==> config.mk <==
export PLATFORM = sky130hd
export DESIGN_NAME = mipsControl
export DESIGN_NICKNAME = d
export VERILOG_FILES = /design/src/hw/controlPkg.sv /design/src/hw/controlSignalDecoder.sv /design/src/hw/mipsControl.sv /design/src/hw/opcodeDecoder.sv /design/src/hw/stateSequencer.sv
export SDC_FILE = /design/constraint.sdc
export NUM_CORES = 1
export LEC_CHECK = 0
export BUFFER_PORTS_ARGS = -buffer_cell sky130_fd_sc_hd__buf_4
export CAP_MARGIN = 20
export CORE_MARGIN = 5
export CORE_UTILIZATION = 51
export CTS_BUF_LIST = sky130_fd_sc_hd__clkbuf_4 sky130_fd_sc_hd__clkbuf_8
export CTS_CLUSTER_SIZE = 24
export DETAILED_ROUTE_END_ITERATION = 10
export GPL_TIMING_DRIVEN = 0
export PLACE_DENSITY = 0.88
export SETUP_SLACK_MARGIN = 0.02
export SKIP_CTS_REPAIR_TIMING = 1
export SYNTH_ARGS = -nofsm -noshare
export SYNTH_HDL_FRONTEND = slang
export SYNTH_SLANG_ARGS = --single-unit
==> constraint.sdc <==
create_clock -name Clk -period 3.75 [get_ports Clk]
set_input_delay 0.75 -clock Clk [delete_from_list [all_inputs] [get_ports Clk]]
set_output_delay 0.75 -clock Clk [all_outputs]
set_load 0.02 [all_outputs]
==> src/hw/controlPkg.sv <==
package controlPkg;

	// instruction field widths
	localparam int OpWidth = 6;
	localparam int FunctWidth = 6;

	// primary opcode field, bits 31:26 of the instruction
	typedef enum logic [OpWidth-1:0] {
		opFunct = 6'h00,	// R-type, look at funct
		opJ = 6'h02,
		opBeq = 6'h04,
		opBne = 6'h05,
		opLui = 6'h0f,
		opLw = 6'h23,
		opSw = 6'h2b
	} opcode_t;

	// function field of R-type instructions, bits 5:0
	typedef enum logic [FunctWidth-1:0] {
		functNop = 6'h00,
		functBreak = 6'h0d,
		functAdd = 6'h20,
		functSub = 6'h22,
		functAnd = 6'h24,
		functXor = 6'h26
	} funct_t;

	typedef enum logic [4:0] {
		stateReset,
		stateFetch,
		stateFetchDelay1,	// instruction memory latency
		stateFetchDelay2,	// pc + 4 written here
		stateDecode,
		stateAdd,
		stateAnd,
		stateSub,
		stateXor,
		stateRWait,	// R-type register write-back
		stateNop,
		stateBreak,	// held until reset
		stateBeq,
		stateBne,
		stateJump,
		stateLui,
		stateLwAddressComp,
		stateLw,
		stateLwDelay1,
		stateLwDelay2,
		stateWriteBack,
		stateSwAddressComp,
		stateSw,
		stateSwDelay
	} controlState_t;

	// operation select seen by the ALU
	typedef enum logic [2:0] {
		aluNone = 3'b000,
		aluAdd = 3'b001,
		aluSub = 3'b010,
		aluAnd = 3'b011,
		aluXor = 3'b110
	} aluOp_t;

	// register file write data mux
	localparam logic [1:0] MemToRegAlu = 2'b00;	// aluOut register
	localparam logic [1:0] MemToRegMdr = 2'b01;	// loaded word
	localparam logic [1:0] MemToRegImm = 2'b10;	// upper immediate

	// next pc mux
	localparam logic [1:0] PcSrcAlu = 2'b00;	// alu result, pc + 4
	localparam logic [1:0] PcSrcAluOut = 2'b01;	// branch target held in aluOut
	localparam logic [1:0] PcSrcJump = 2'b10;	// pc upper bits and target field

	// second alu operand mux
	localparam logic [1:0] SrcBReg = 2'b00;	// B register
	localparam logic [1:0] SrcBFour = 2'b01;	// constant 4
	localparam logic [1:0] SrcBImm = 2'b10;	// sign extended offset
	localparam logic [1:0] SrcBImmShift = 2'b11;	// offset times 4

endpackage : controlPkg

==> src/hw/controlSignalDecoder.sv <==
`timescale 1ns/1ns

module controlSignalDecoder (
	input controlPkg::controlState_t state,
	input logic aluZero,
	output logic pcWrite,
	output logic pcWriteCond,
	output logic pcLoad,
	output logic memWrite,
	output logic irWrite,
	output logic regWrite,
	output logic regReset,
	output logic regDst,
	output logic aluSrcA,
	output logic iOrD,
	output logic aLoad,
	output logic aReset,
	output logic bLoad,
	output logic bReset,
	output logic mdrLoad,
	output logic mdrReset,
	output logic aluOutLoad,
	output logic aluOutReset,
	output logic irReset,
	output controlPkg::aluOp_t aluSel,
	output logic [1:0] memToReg,
	output logic [1:0] pcSource,
	output logic [1:0] aluSrcB
);

	import controlPkg::*;

	logic branchTaken;

	always_comb
	begin
		pcWrite = 1'b0;
		pcWriteCond = 1'b0;
		memWrite = 1'b0;
		irWrite = 1'b0;
		regWrite = 1'b0;
		regReset = 1'b0;
		regDst = 1'b0;
		aluSrcA = 1'b0;	// pc
		iOrD = 1'b0;	// instruction address
		aLoad = 1'b0;
		aReset = 1'b0;
		bLoad = 1'b0;
		bReset = 1'b0;
		mdrLoad = 1'b0;
		mdrReset = 1'b0;
		aluOutLoad = 1'b0;
		aluOutReset = 1'b0;
		irReset = 1'b0;
		aluSel = aluNone;
		memToReg = MemToRegAlu;
		pcSource = PcSrcAlu;
		aluSrcB = SrcBReg;

		case (state)
			stateReset:
			begin
				regReset = 1'b1;	// clear every datapath register
				aReset = 1'b1;
				bReset = 1'b1;
				mdrReset = 1'b1;
				aluOutReset = 1'b1;
				irReset = 1'b1;
			end

			stateFetch,
			stateFetchDelay1:
			begin
				irWrite = 1'b1;	// hold the memory read
				mdrLoad = 1'b1;
				aluSrcB = SrcBFour;
			end

			stateFetchDelay2:
			begin
				irWrite = 1'b1;
				mdrLoad = 1'b1;
				pcWrite = 1'b1;	// pc + 4
				aluSel = aluAdd;
				aluSrcB = SrcBFour;
				pcSource = PcSrcAlu;
			end

			stateDecode:
			begin
				aLoad = 1'b1;	// rs into A
				bLoad = 1'b1;	// rt into B
				aluSel = aluAdd;	// branch target ahead of time
				aluSrcB = SrcBImmShift;
				aluOutLoad = 1'b1;
			end

			stateAdd,
			stateAnd,
			stateSub,
			stateXor:
			begin
				aluSrcA = 1'b1;
				aluSrcB = SrcBReg;
				aluOutLoad = 1'b1;
				case (state)
					stateAnd: aluSel = aluAnd;
					stateSub: aluSel = aluSub;
					stateXor: aluSel = aluXor;
					default: aluSel = aluAdd;
				endcase
			end

			stateRWait:
			begin
				regWrite = 1'b1;
				regDst = 1'b1;	// rd field
				memToReg = MemToRegAlu;
			end

			stateJump:
			begin
				pcWrite = 1'b1;
				pcSource = PcSrcJump;
				aluSel = aluAdd;
				aluSrcB = SrcBImmShift;
				iOrD = 1'b1;
				aluOutLoad = 1'b1;
			end

			stateBeq,
			stateBne:
			begin
				pcWriteCond = 1'b1;	// qualified by aluZero below
				aluSel = aluSub;	// compare A and B
				aluSrcA = 1'b1;
				aluSrcB = SrcBReg;
				pcSource = PcSrcAluOut;
			end

			stateLui:
			begin
				regWrite = 1'b1;	// rt gets the upper immediate
				memToReg = MemToRegImm;
			end

			stateLwAddressComp,
			stateSwAddressComp:
			begin
				aluSel = aluAdd;	// A plus offset
				aluSrcA = 1'b1;
				aluSrcB = SrcBImm;
				aluOutLoad = 1'b1;
			end

			stateSw,
			stateSwDelay:
			begin
				memWrite = 1'b1;
				iOrD = 1'b1;	// data address
			end

			stateLw,
			stateLwDelay1,
			stateLwDelay2:
			begin
				iOrD = 1'b1;
				mdrLoad = 1'b1;	// capture the word
			end

			stateWriteBack:
			begin
				regWrite = 1'b1;	// rt, regDst stays low
				memToReg = MemToRegMdr;
			end

			default:
			begin
				aluSel = aluNone;	// nop, break
			end
		endcase
	end

	// bne takes the branch on a nonzero difference
	assign branchTaken = (state == stateBne) ? ~aluZero : aluZero;
	assign pcLoad = pcWrite | (pcWriteCond & branchTaken);

endmodule : controlSignalDecoder

==> src/hw/mipsControl.sv <==
`timescale 1ns/1ns

module mipsControl (
	input logic Clk,
	input logic reset,
	input logic aluZero,
	input controlPkg::opcode_t op,
	input controlPkg::funct_t funct,
	output controlPkg::controlState_t stateOut,
	output logic pcWrite,
	output logic pcWriteCond,
	output logic pcLoad,
	output logic memWrite,
	output logic irWrite,
	output logic regWrite,
	output logic regReset,
	output logic regDst,
	output logic aluSrcA,
	output logic iOrD,
	output logic aLoad,
	output logic aReset,
	output logic bLoad,
	output logic bReset,
	output logic mdrLoad,
	output logic mdrReset,
	output logic aluOutLoad,
	output logic aluOutReset,
	output logic irReset,
	output controlPkg::aluOp_t aluSel,
	output logic [1:0] memToReg,
	output logic [1:0] pcSource,
	output logic [1:0] aluSrcB
);

	import controlPkg::*;

	controlState_t dispatchState;	// first state after decode

	opcodeDecoder i_opcodeDecoder (
		.op(op),
		.funct(funct),
		.dispatchState(dispatchState)
	);

	stateSequencer i_stateSequencer (
		.Clk(Clk),
		.reset(reset),
		.dispatchState(dispatchState),
		.state(stateOut)	// also the outward state view
	);

	controlSignalDecoder i_controlSignalDecoder (
		.state(stateOut),
		.aluZero(aluZero),
		.pcWrite(pcWrite),
		.pcWriteCond(pcWriteCond),
		.pcLoad(pcLoad),
		.memWrite(memWrite),
		.irWrite(irWrite),
		.regWrite(regWrite),
		.regReset(regReset),
		.regDst(regDst),
		.aluSrcA(aluSrcA),
		.iOrD(iOrD),
		.aLoad(aLoad),
		.aReset(aReset),
		.bLoad(bLoad),
		.bReset(bReset),
		.mdrLoad(mdrLoad),
		.mdrReset(mdrReset),
		.aluOutLoad(aluOutLoad),
		.aluOutReset(aluOutReset),
		.irReset(irReset),
		.aluSel(aluSel),
		.memToReg(memToReg),
		.pcSource(pcSource),
		.aluSrcB(aluSrcB)
	);

endmodule : mipsControl

==> src/hw/opcodeDecoder.sv <==
`timescale 1ns/1ns

module opcodeDecoder (
	input controlPkg::opcode_t op,
	input controlPkg::funct_t funct,
	output controlPkg::controlState_t dispatchState
);

	import controlPkg::*;

	always_comb
	begin
		case (op)
			opFunct:
			begin
				case (funct)
					functAdd: dispatchState = stateAdd;
					functAnd: dispatchState = stateAnd;
					functSub: dispatchState = stateSub;
					functXor: dispatchState = stateXor;
					functBreak: dispatchState = stateBreak;
					functNop: dispatchState = stateNop;
					// unrecognised funct idles one cycle, then back to fetch
					default: dispatchState = stateNop;
				endcase
			end

			opBeq:
			begin
				dispatchState = stateBeq;
			end

			opBne:
			begin
				dispatchState = stateBne;
			end

			opLw:
			begin
				dispatchState = stateLwAddressComp;	// address first
			end

			opSw:
			begin
				dispatchState = stateSwAddressComp;
			end

			opLui:
			begin
				dispatchState = stateLui;
			end

			opJ:
			begin
				dispatchState = stateJump;
			end

			default:
			begin
				dispatchState = stateNop;	// unknown opcode, no strobes, then fetch
			end
		endcase
	end

endmodule : opcodeDecoder

==> src/hw/stateSequencer.sv <==
`timescale 1ns/1ns

module stateSequencer (
	input logic Clk,
	input logic reset,
	input controlPkg::controlState_t dispatchState,
	output controlPkg::controlState_t state
);

	import controlPkg::*;

	always_ff @(posedge Clk)
	begin
		if (reset)
		begin
			state <= stateReset;
		end
		else
		begin
			case (state)
				stateReset: state <= stateFetch;

				// fixed fetch chain
				stateFetch: state <= stateFetchDelay1;
				stateFetchDelay1: state <= stateFetchDelay2;
				stateFetchDelay2: state <= stateDecode;
				stateDecode: state <= dispatchState;	// op and funct sampled here

				stateAdd,
				stateAnd,
				stateSub,
				stateXor:
				begin
					state <= stateRWait;
				end

				stateRWait: state <= stateFetch;

				// load chain
				stateLwAddressComp: state <= stateLw;
				stateLw: state <= stateLwDelay1;
				stateLwDelay1: state <= stateLwDelay2;
				stateLwDelay2: state <= stateWriteBack;
				stateWriteBack: state <= stateFetch;

				// store chain
				stateSwAddressComp: state <= stateSw;
				stateSw: state <= stateSwDelay;
				stateSwDelay: state <= stateFetch;

				stateBreak: state <= stateBreak;	// only reset gets out

				stateNop,
				stateBeq,
				stateBne,
				stateJump,
				stateLui:
				begin
					state <= stateFetch;
				end

				default:
				begin
					state <= stateFetch;
				end
			endcase
		end
	end

endmodule : stateSequencer
* Yosys cells after proc, flatten, opt, wreduce, memory -nomap -nowiden
Cells that the tools add are included.
Cells by class: eq/ne operators 33, multiplexer cells 21, bitwise logic cells 3, reduce and logical (&&, ||, !) cells 15
Operators by type and width (number):
- 5-bit one-hot mux with 12 select lines | 1
- 5-bit equality test (second input constant) | 8
- 6-bit equality test (second input constant) | 6
- 5-bit by 4-bit equality test with 1-bit output (second input constant) | 7
- 5-bit one-hot mux with 7 select lines | 1
- 5-bit by 3-bit equality test with 1-bit output (second input constant) | 4
- 4-bit one-hot mux with 5 select lines | 1
- 3-bit one-hot mux with 3 select lines | 2
- 8-bit OR reduction | 2
- 1-bit two-way mux | 13
- 6-bit by 3-bit equality test with 1-bit output (second input constant) | 2
- 6-bit by 4-bit equality test with 1-bit output (second input constant) | 2
- 6-bit OR reduction | 2
- 5-bit by 2-bit equality test with 1-bit output (second input constant) | 2
- 2-bit OR reduction | 5
- 2-bit one-hot mux with 2 select lines | 2
- 6-bit by 2-bit equality test with 1-bit output (second input constant) | 1
- 6-bit zero test | 1
- 2-bit one-hot mux with 3 select lines | 1
- 3-bit OR reduction | 2
- 5-bit by 1-bit equality test with 1-bit output (second input constant) | 1
- 5-bit zero test | 1
- 5-bit OR reduction | 1
- 4-bit OR reduction | 1
- 3 further kinds | 3
Word-level totals: flip-flop bits (word level) 5, input bits 15, word-level logic and storage cells 73, output and inout port bits 33

* Longest topological paths before layout
Gate-level depths: netlist of run 1.
depth after elaboration 5, gate-level depth with buffers 6, depth with buffers taken out 5

* Cells and area by module
A second synthesis of run 1 with hierarchy kept.
Unflattened totals: cells, all modules 138, area, all modules 994.7 um^2
Modules (own cells, without submodules):
- controlSignalDecoder | sequential area each 0.0 um^2, area an instance 509.2 um^2, times used 1, cells each 77
- stateSequencer | sequential area each 100.1 um^2, area an instance 304.0 um^2, times used 1, cells each 35
- opcodeDecoder | sequential area each 0.0 um^2, area an instance 181.4 um^2, times used 1, cells each 26

* Least setup slack after synthesis of run 1
OpenSTA, ideal clock, no wires.
path kind reg2out, from register i_stateSequencer.state[1], to output port aluOutReset, path buffers 2, data required time 3000 ps, arrival time 1908 ps, stages on the path, launching flop included 5, setup slack 1092 ps, cells stage by stage dfxtp_1 buf_2 or3_1 nor3_1 buf_4
Between the ends: word-level cells in the longest chain between the ends 2
RTL lines:
- start, declared | RTL line stateSequencer.sv:7 | output controlPkg::controlState_t state
- start signal, assigned | RTL line stateSequencer.sv:16 | state <= stateReset;
- start signal, assigned | RTL line stateSequencer.sv:21 | stateReset: state <= stateFetch;
- start signal, assigned | RTL line stateSequencer.sv:24 | stateFetch: state <= stateFetchDelay1;
- 5-bit zero test
- 1-bit two-way mux
- end, declared | RTL line mipsControl.sv:27 | output logic aluOutReset,
No other way between the ends.

* Worst setup path after layout of run 1
from register i_stateSequencer.state[4], to output port irReset
Between the ends: word-level cells in the longest chain between the ends 2
RTL lines:
- 5-bit zero test | RTL line controlSignalDecoder.sv:60 | case (state)
- 1-bit two-way mux | RTL line controlSignalDecoder.sv:60
- end, declared | RTL line mipsControl.sv:28 | output logic irReset,
No other way between the ends.

==> results of run 1 <==
area by class of cell:
type | instances | area share
Buffer | 19 | 0.07448
Clock buffer | 4 | 0.02180
Inverter | 4 | 0.01090
Multi-Input combinational cell | 129 | 0.5468
Sequential cell | 5 | 0.07266
Tap cell | 25 | 0.02271
Timing Repair Buffer | 46 | 0.2507
final timing paths:
check / from / endpoint
worst max-delay path: i_stateSequencer.state[4] / irReset
worst min-delay path: i_stateSequencer.state[3] / i_stateSequencer.state[0]
worst max register to register: i_stateSequencer.state[1] / i_stateSequencer.state[2]
worst min register to register: i_stateSequencer.state[3] / i_stateSequencer.state[0]
per-stage QoR:
step,cells,power [mW]
2_1_floorplan,157,0.1223
3_3_place_gp,228,0.1661
3_5_place_dp,228,0.1695
4_1_cts,232,0.2425
5_1_grt,232,0.2584
6_report,232,0.2396
report_power, final:
group          internal, mW  switching [mW]
registers            0.0548        0.000879
logic                0.0505          0.0634
clock network        0.0475          0.0226
per-layer routing:
metal / vias to the layer above / global-route usage
met5: - / 0
met4: 0 / 0.1021
met3: 6 / 0.03324
met2: 62 / 0.4286
met1: 609 / 0.2554
li1: 653 / -
worst max-delay path, stage by stage, from the launching register on:
cell and delay [ns]:
dfxtp_1 0.37, clkbuf_1 0.25, clkbuf_1 0.29, nor3_1 0.63, buf_4 0.22, buf_4 0.14
placed cells by master, fill, tap and decap left out, types with 2 or more instances in the layout:
master,Yosys,final
clkbuf_4,0,4
o21a_1,3,3
nor2_1,17,17
buf_1,2,2
inv_2,2,2
a21oi_1,13,13
buf_2,4,4
a31oi_1,2,2
inv_1,2,2
or3_1,4,4
o21ai_0,7,7
buf_4,7,53
o21ai_1,5,5
a211o_1,3,3
nor3_1,4,4
a21o_1,4,4
clkbuf_1,6,6
nand3_1,3,3
xor2_1,6,6
nand2_1,23,23
dfxtp_1,5,5
nor4_1,2,2
nand2b_1,7,7
nor2b_1,3,3
logic make-up (layout without fill, tap and decap cells):
family | count (synthesis) | in the layout
flops | 5 | 5
xor+xnor | 6 | 6
mux | 2 | 2
simple gates | 72 | 72
compound gates | 49 | 49
buf+inv | 23 | 73
==> results.md, run 1 <==
- Critical path fanouts, max: 10
- CP Launch Type: register
- Final hold vios: 0
- Setup TNS: 0 ns
- DRT Pass-1 Iters: 4
- Seq cells post-synth: 5
- Setup slack after layout: 0.8540 ns
- Post-synthesis sequential area ratio: 0.1031
- P&R area growth vs syn: 41.88%
- Simple-Gate Fraction of Synth Area: 0.3737
- Top flop regs: i_stateSequencer.state (5)
- Worst Path Arrival: 2.15 ns
- Detailed-route wire length: 3239 um
- CTS Sinks: 5
- Unrepaired setup endpoints after global routing: no
- Global-route wire length before repair: 5099 um
- Max FFs per register: 5
- Top layer in use: met4
- Multiplexer share of the synthesized area: 0.02191
- Layout net count: 223
- Finished layout cell area: 1378 um^2
- Synth warn: 0
- H-tree levels: 1
- Syn Inst Count: 157
- Most common cell in the synthesized netlist: nand2_1
- Io pins: 48
- Row cnt: 15
- Grt total ovfl: 0
- P per Cell Area: 173.9 nW/um^2
- Antenna Violating Nets Remaining: 0
- Reg clk slew, reported paths: 0.04 ns
- Final Cycle Share: 0.7723
- Syn Nets: 172
- Req. time, crit path: 3.00 ns
- Leakage power: 0.6377 nW
- Fmax achieved: 0.3453 GHz
- Post-synthesis async set-or-reset flop share: 0
- Multi-input gate area: 753.2 um^2
- Compound-cell area share of the yosys netlist: 0.3260
- Cell area after placement: 1348 um^2
- Dominant synthesized flop cell: dfxtp_1
- HP Class: reg -> reg
- Crit Path Class: reg -> out
- Via count: 1330
- Min Tclk post-route: 2.896 ns
- Port Buffer Count: 46
- Die span in y: 53.63 um
- Post-synth EDFFs: 0
- Die Span X: 53.63 um
- Area occupied by registers: 100.1 um^2
- Maximum buffer depth of the clock tree: 2
- Largest Register: i_stateSequencer.state
- Post-synth top cells: 23 x nand2_1, 17 x nor2_1, 13 x a21oi_1
- Slew headroom: 0.5441
- Avg WL per Cell: 13.96 um
- Ranking of synthesized cells by area: dfxtp_1 10%, nand2_1 8.9%, a21oi_1 6.7%, nor2_1 6.6%, buf_4 5.4%
- Die ar.: 2876 um^2
- R2r setup slk: 2.02 ns
- Placer Congestion: 0.9412
- Finished Core Util: 0.7809
- Fillers: 160
- Vias in the first global route: 1231
- Drt drc: 0
- Clk root buf: clkbuf_4
- Routed wl met2: 1651 um
- Synth cell types: 46
- Pin count of the biggest net entering global routing: 11
- Synth Cell Area: 970.9 um^2
- Yosys top cell area share: 0.1031
- Via density: 5.733
- Hold path depth: 2
- Antenna violations before repair: 0
- Mean Syn Cell Area: 6.184 um^2
- Final hold slack: 0.6460 ns
- Initial DRC Count: 48
- Adder-cell share of the synthesized area: 0
- Leading area contributor after synthesis: dfxtp_1
- Maximum vdd drop: 0.1965 mV
- Initial Util: 0.5504
- Post-synthesis xor/xnor area fraction: 0.05412
- Met3 routed WL: 223 um
- N_diodes: 0
- Worst-Margin Slew: 0.6787 ns
- Share of cells above drive strength 1: 0.3140
- Met1 WL: 1303 um
- TritonCTS Buffers: 3
- TritonCTS clock tree: yes
- Hpwl dp: 2602 um
- Slew Viols, Final: 0
- Worst-case reg-to-reg path depth: 6
- Largest family of logic cells by synthesized area: simple AND/OR/NAND/NOR gates
- GRT Resource Usage Total: 0.2303
- Setup Slack @ Placement: 1.134 ns
- Crit. End Element: primary output
- Clock latency on the worst-skew pair: 0.24 ns
- Max-cap violations: 0
- Final setup vio count: 0
- Core Box Area: 1764 um^2
- Worst Skew: 0.003191 ns
- Status: complete, no violations
Note: power is estimated with default switching activity, not from simulation.
==> inputs of run 2 (changes only) <==
Settings changed: CORE_UTILIZATION 51 to 43, PLACE_DENSITY 0.88 to 0.79.
Clock period 3.75 ns to 2.6 ns, I/O delays scaled along.
==> results.md, run 2 (same netlist as run 1, synthesis figures left out) <==
- Status: complete, no violations
- Clock latency on the worst-skew pair: 0.24 ns
- Worst r2r src: i_stateSequencer.state[2]
- Via count: 1308
- Worst Path Arrival: 1.89 ns
- CP Buf/Inv Count: 4
- H-tree levels: 1
- Post-route insts no fill: 235
- Row cnt: 17
- Global-route wire length before repair: 5099 um
- Worst-case reg-to-reg path depth: 6
- Maximum buffer depth of the clock tree: 2
- P per Cell Area: 246.6 nW/um^2
- Commonest non-fill, non-tap cell in the layout: buf_4
- Final setup vio count: 0
- Antenna violations before repair: 0
- HP Class: in -> reg
- CTS Sinks: 5
- Initial Util: 0.4432
- Critical Path Start: i_stateSequencer.state[1]
- Die ar.: 3309 um^2
- Grt total ovfl: 0
- Crit path max-delay family: buffers and inverters
- Setup slack after layout: 0.1944 ns
- CP most frequent cell: buf_2
- Layout net count: 223
- Slew Viols, Final: 0
- DRT Pass-1 Iters: 6
- Number of cells on the critical path: 6
- Unrepaired setup endpoints after global routing: no
- Final hold slack: 0.4554 ns
- Largest Register: i_stateSequencer.state
- Flop pwr share: 0.233
- Power Internal: 0.2205 mW
- Setup TNS: 0 ns
- Fmax achieved: 0.4157 GHz
- Drt drc: 0
- Worst-path cell chain: buf_2 > buf_2 > clkbuf_1 > o21ai_0 > a21oi_1 > buf_4
- Leakage power: 0.6537 nW
- Sw Ratio: 0.3574
- Post-placement cell count: 231
- Logic pwr share: 0.474
- Hpwl dp: 2584 um
- NetSw: 0.1226 mW
- Detailed-route wire length: 3194 um
- Min Tclk post-route: 2.406 ns
- Worst Skew: 0.0006003 ns
- R2r setup slk: 0.96 ns
- Setup Slack @ Placement: 0.3038 ns
- Io pins: 48
- Vias in the first global route: 1179
- Max incr delay on CP: 0.36 ns
- Worst hold start: reset
- Antenna Violating Nets Remaining: 0
- Crit Path Class: reg -> out
- P&R area growth vs syn: 43.30%
- Port Buffer Count: 46
- Crit. End Element: primary output
- Avg WL per Cell: 13.59 um
- TritonCTS clock tree: yes
- Max-cap violations: 0
- Final hold vios: 0
- Worst path slowest cell: clkbuf_1
- CP Launch Type: register
- Req. time, crit path: 2.08 ns
- Top flop regs: i_stateSequencer.state (5)
- Final Cycle Share: 0.9252
- Slew headroom: 0.6795
- Clk root buf: clkbuf_4
- Critical path fanouts, max: 10
- Pin count of the biggest net entering global routing: 11
- Core Box Area: 2191 um^2
- Die Span X: 57.52 um
- Share of cells above drive strength 1: 0.3382
- Max FFs per register: 5
- Clk network pwr share: 0.293
- GRT Resource Usage Total: 0.1875
- N_diodes: 0
- Via density: 5.566
- Most frequent cells in the layout: 53 x buf_4, 23 x nand2_1, 17 x nor2_1
- Initial DRC Count: 38
- Maximum vdd drop: 0.2800 mV
- Finished layout cell area: 1391 um^2
- Worst r2r dst: i_stateSequencer.state[2]
- Die span in y: 57.52 um
- Worst-Margin Slew: 0.4807 ns
- Placer Congestion: 0.9162
- Setup crit end: aluSrcB[0]
- TritonCTS Buffers: 3
- Reg clk slew, reported paths: 0.04 ns
- Cell area after placement: 1351 um^2
-- run 2: cell count changes in the layout (fill, tap and decap cells not counted) --
cell / previous run / this run
clkbuf_2: 0 / 4
clkbuf_1: 6 / 3
buf_1: 2 / 1
nor3_1: 4 / 3
nor3_2: 0 / 1
-- run 2: area by class of cell --
class	count	area, um^2
inverter	4	15.01
sequential	5	100.1
multi-input combinational	129	758.2
timing repair buffer	46	345.3
clock buffer	4	30.03
buffer	19	107.6
tap	28	35.03
fill	211	799.5
-- run 2: worst min path at each step --
stage                                      endpoint  slack [ns]  depth (start not counted)
final                     i_stateSequencer.state[0]        0.46                          2
after global routing      i_stateSequencer.state[0]        0.46                          2
after CTS                 i_stateSequencer.state[0]        0.46                          2
after detailed placement  i_stateSequencer.state[0]        0.64                          2
after global placement    i_stateSequencer.state[0]        0.64                          2
after floorplan           i_stateSequencer.state[0]        0.59                          1
-- run 2: metal layers --
layer | share of wire | routed length [um] | global-route usage
met5 | 0 | 0 | 0
met4 | 0.013 | 41 | 0.06954
met3 | 0.092 | 293 | 0.02489
met2 | 0.51 | 1618 | 0.3355
met1 | 0.39 | 1240 | 0.2243
-- run 2: power groups by stage --
stage          registers, mW  clock network (mW)  logic [mW]
5_1_grt               0.0802               0.111       0.176
4_1_cts               0.0800               0.104       0.162
6_report              0.0801               0.100       0.163
3_5_place_dp          0.0814                   0       0.162
2_1_floorplan         0.0838                   0      0.0927
3_3_place_gp          0.0814                   0       0.158
-- run 2: metrics by stage --
stage | power [mW] | util
after floorplan | 0.1764 | -
after global placement | 0.2396 | 0.6168
after detailed placement | 0.2435 | 0.6168
after CTS | 0.3460 | 0.6305
after global routing | 0.3673 | 0.6351
final | 0.3431 | 0.6351
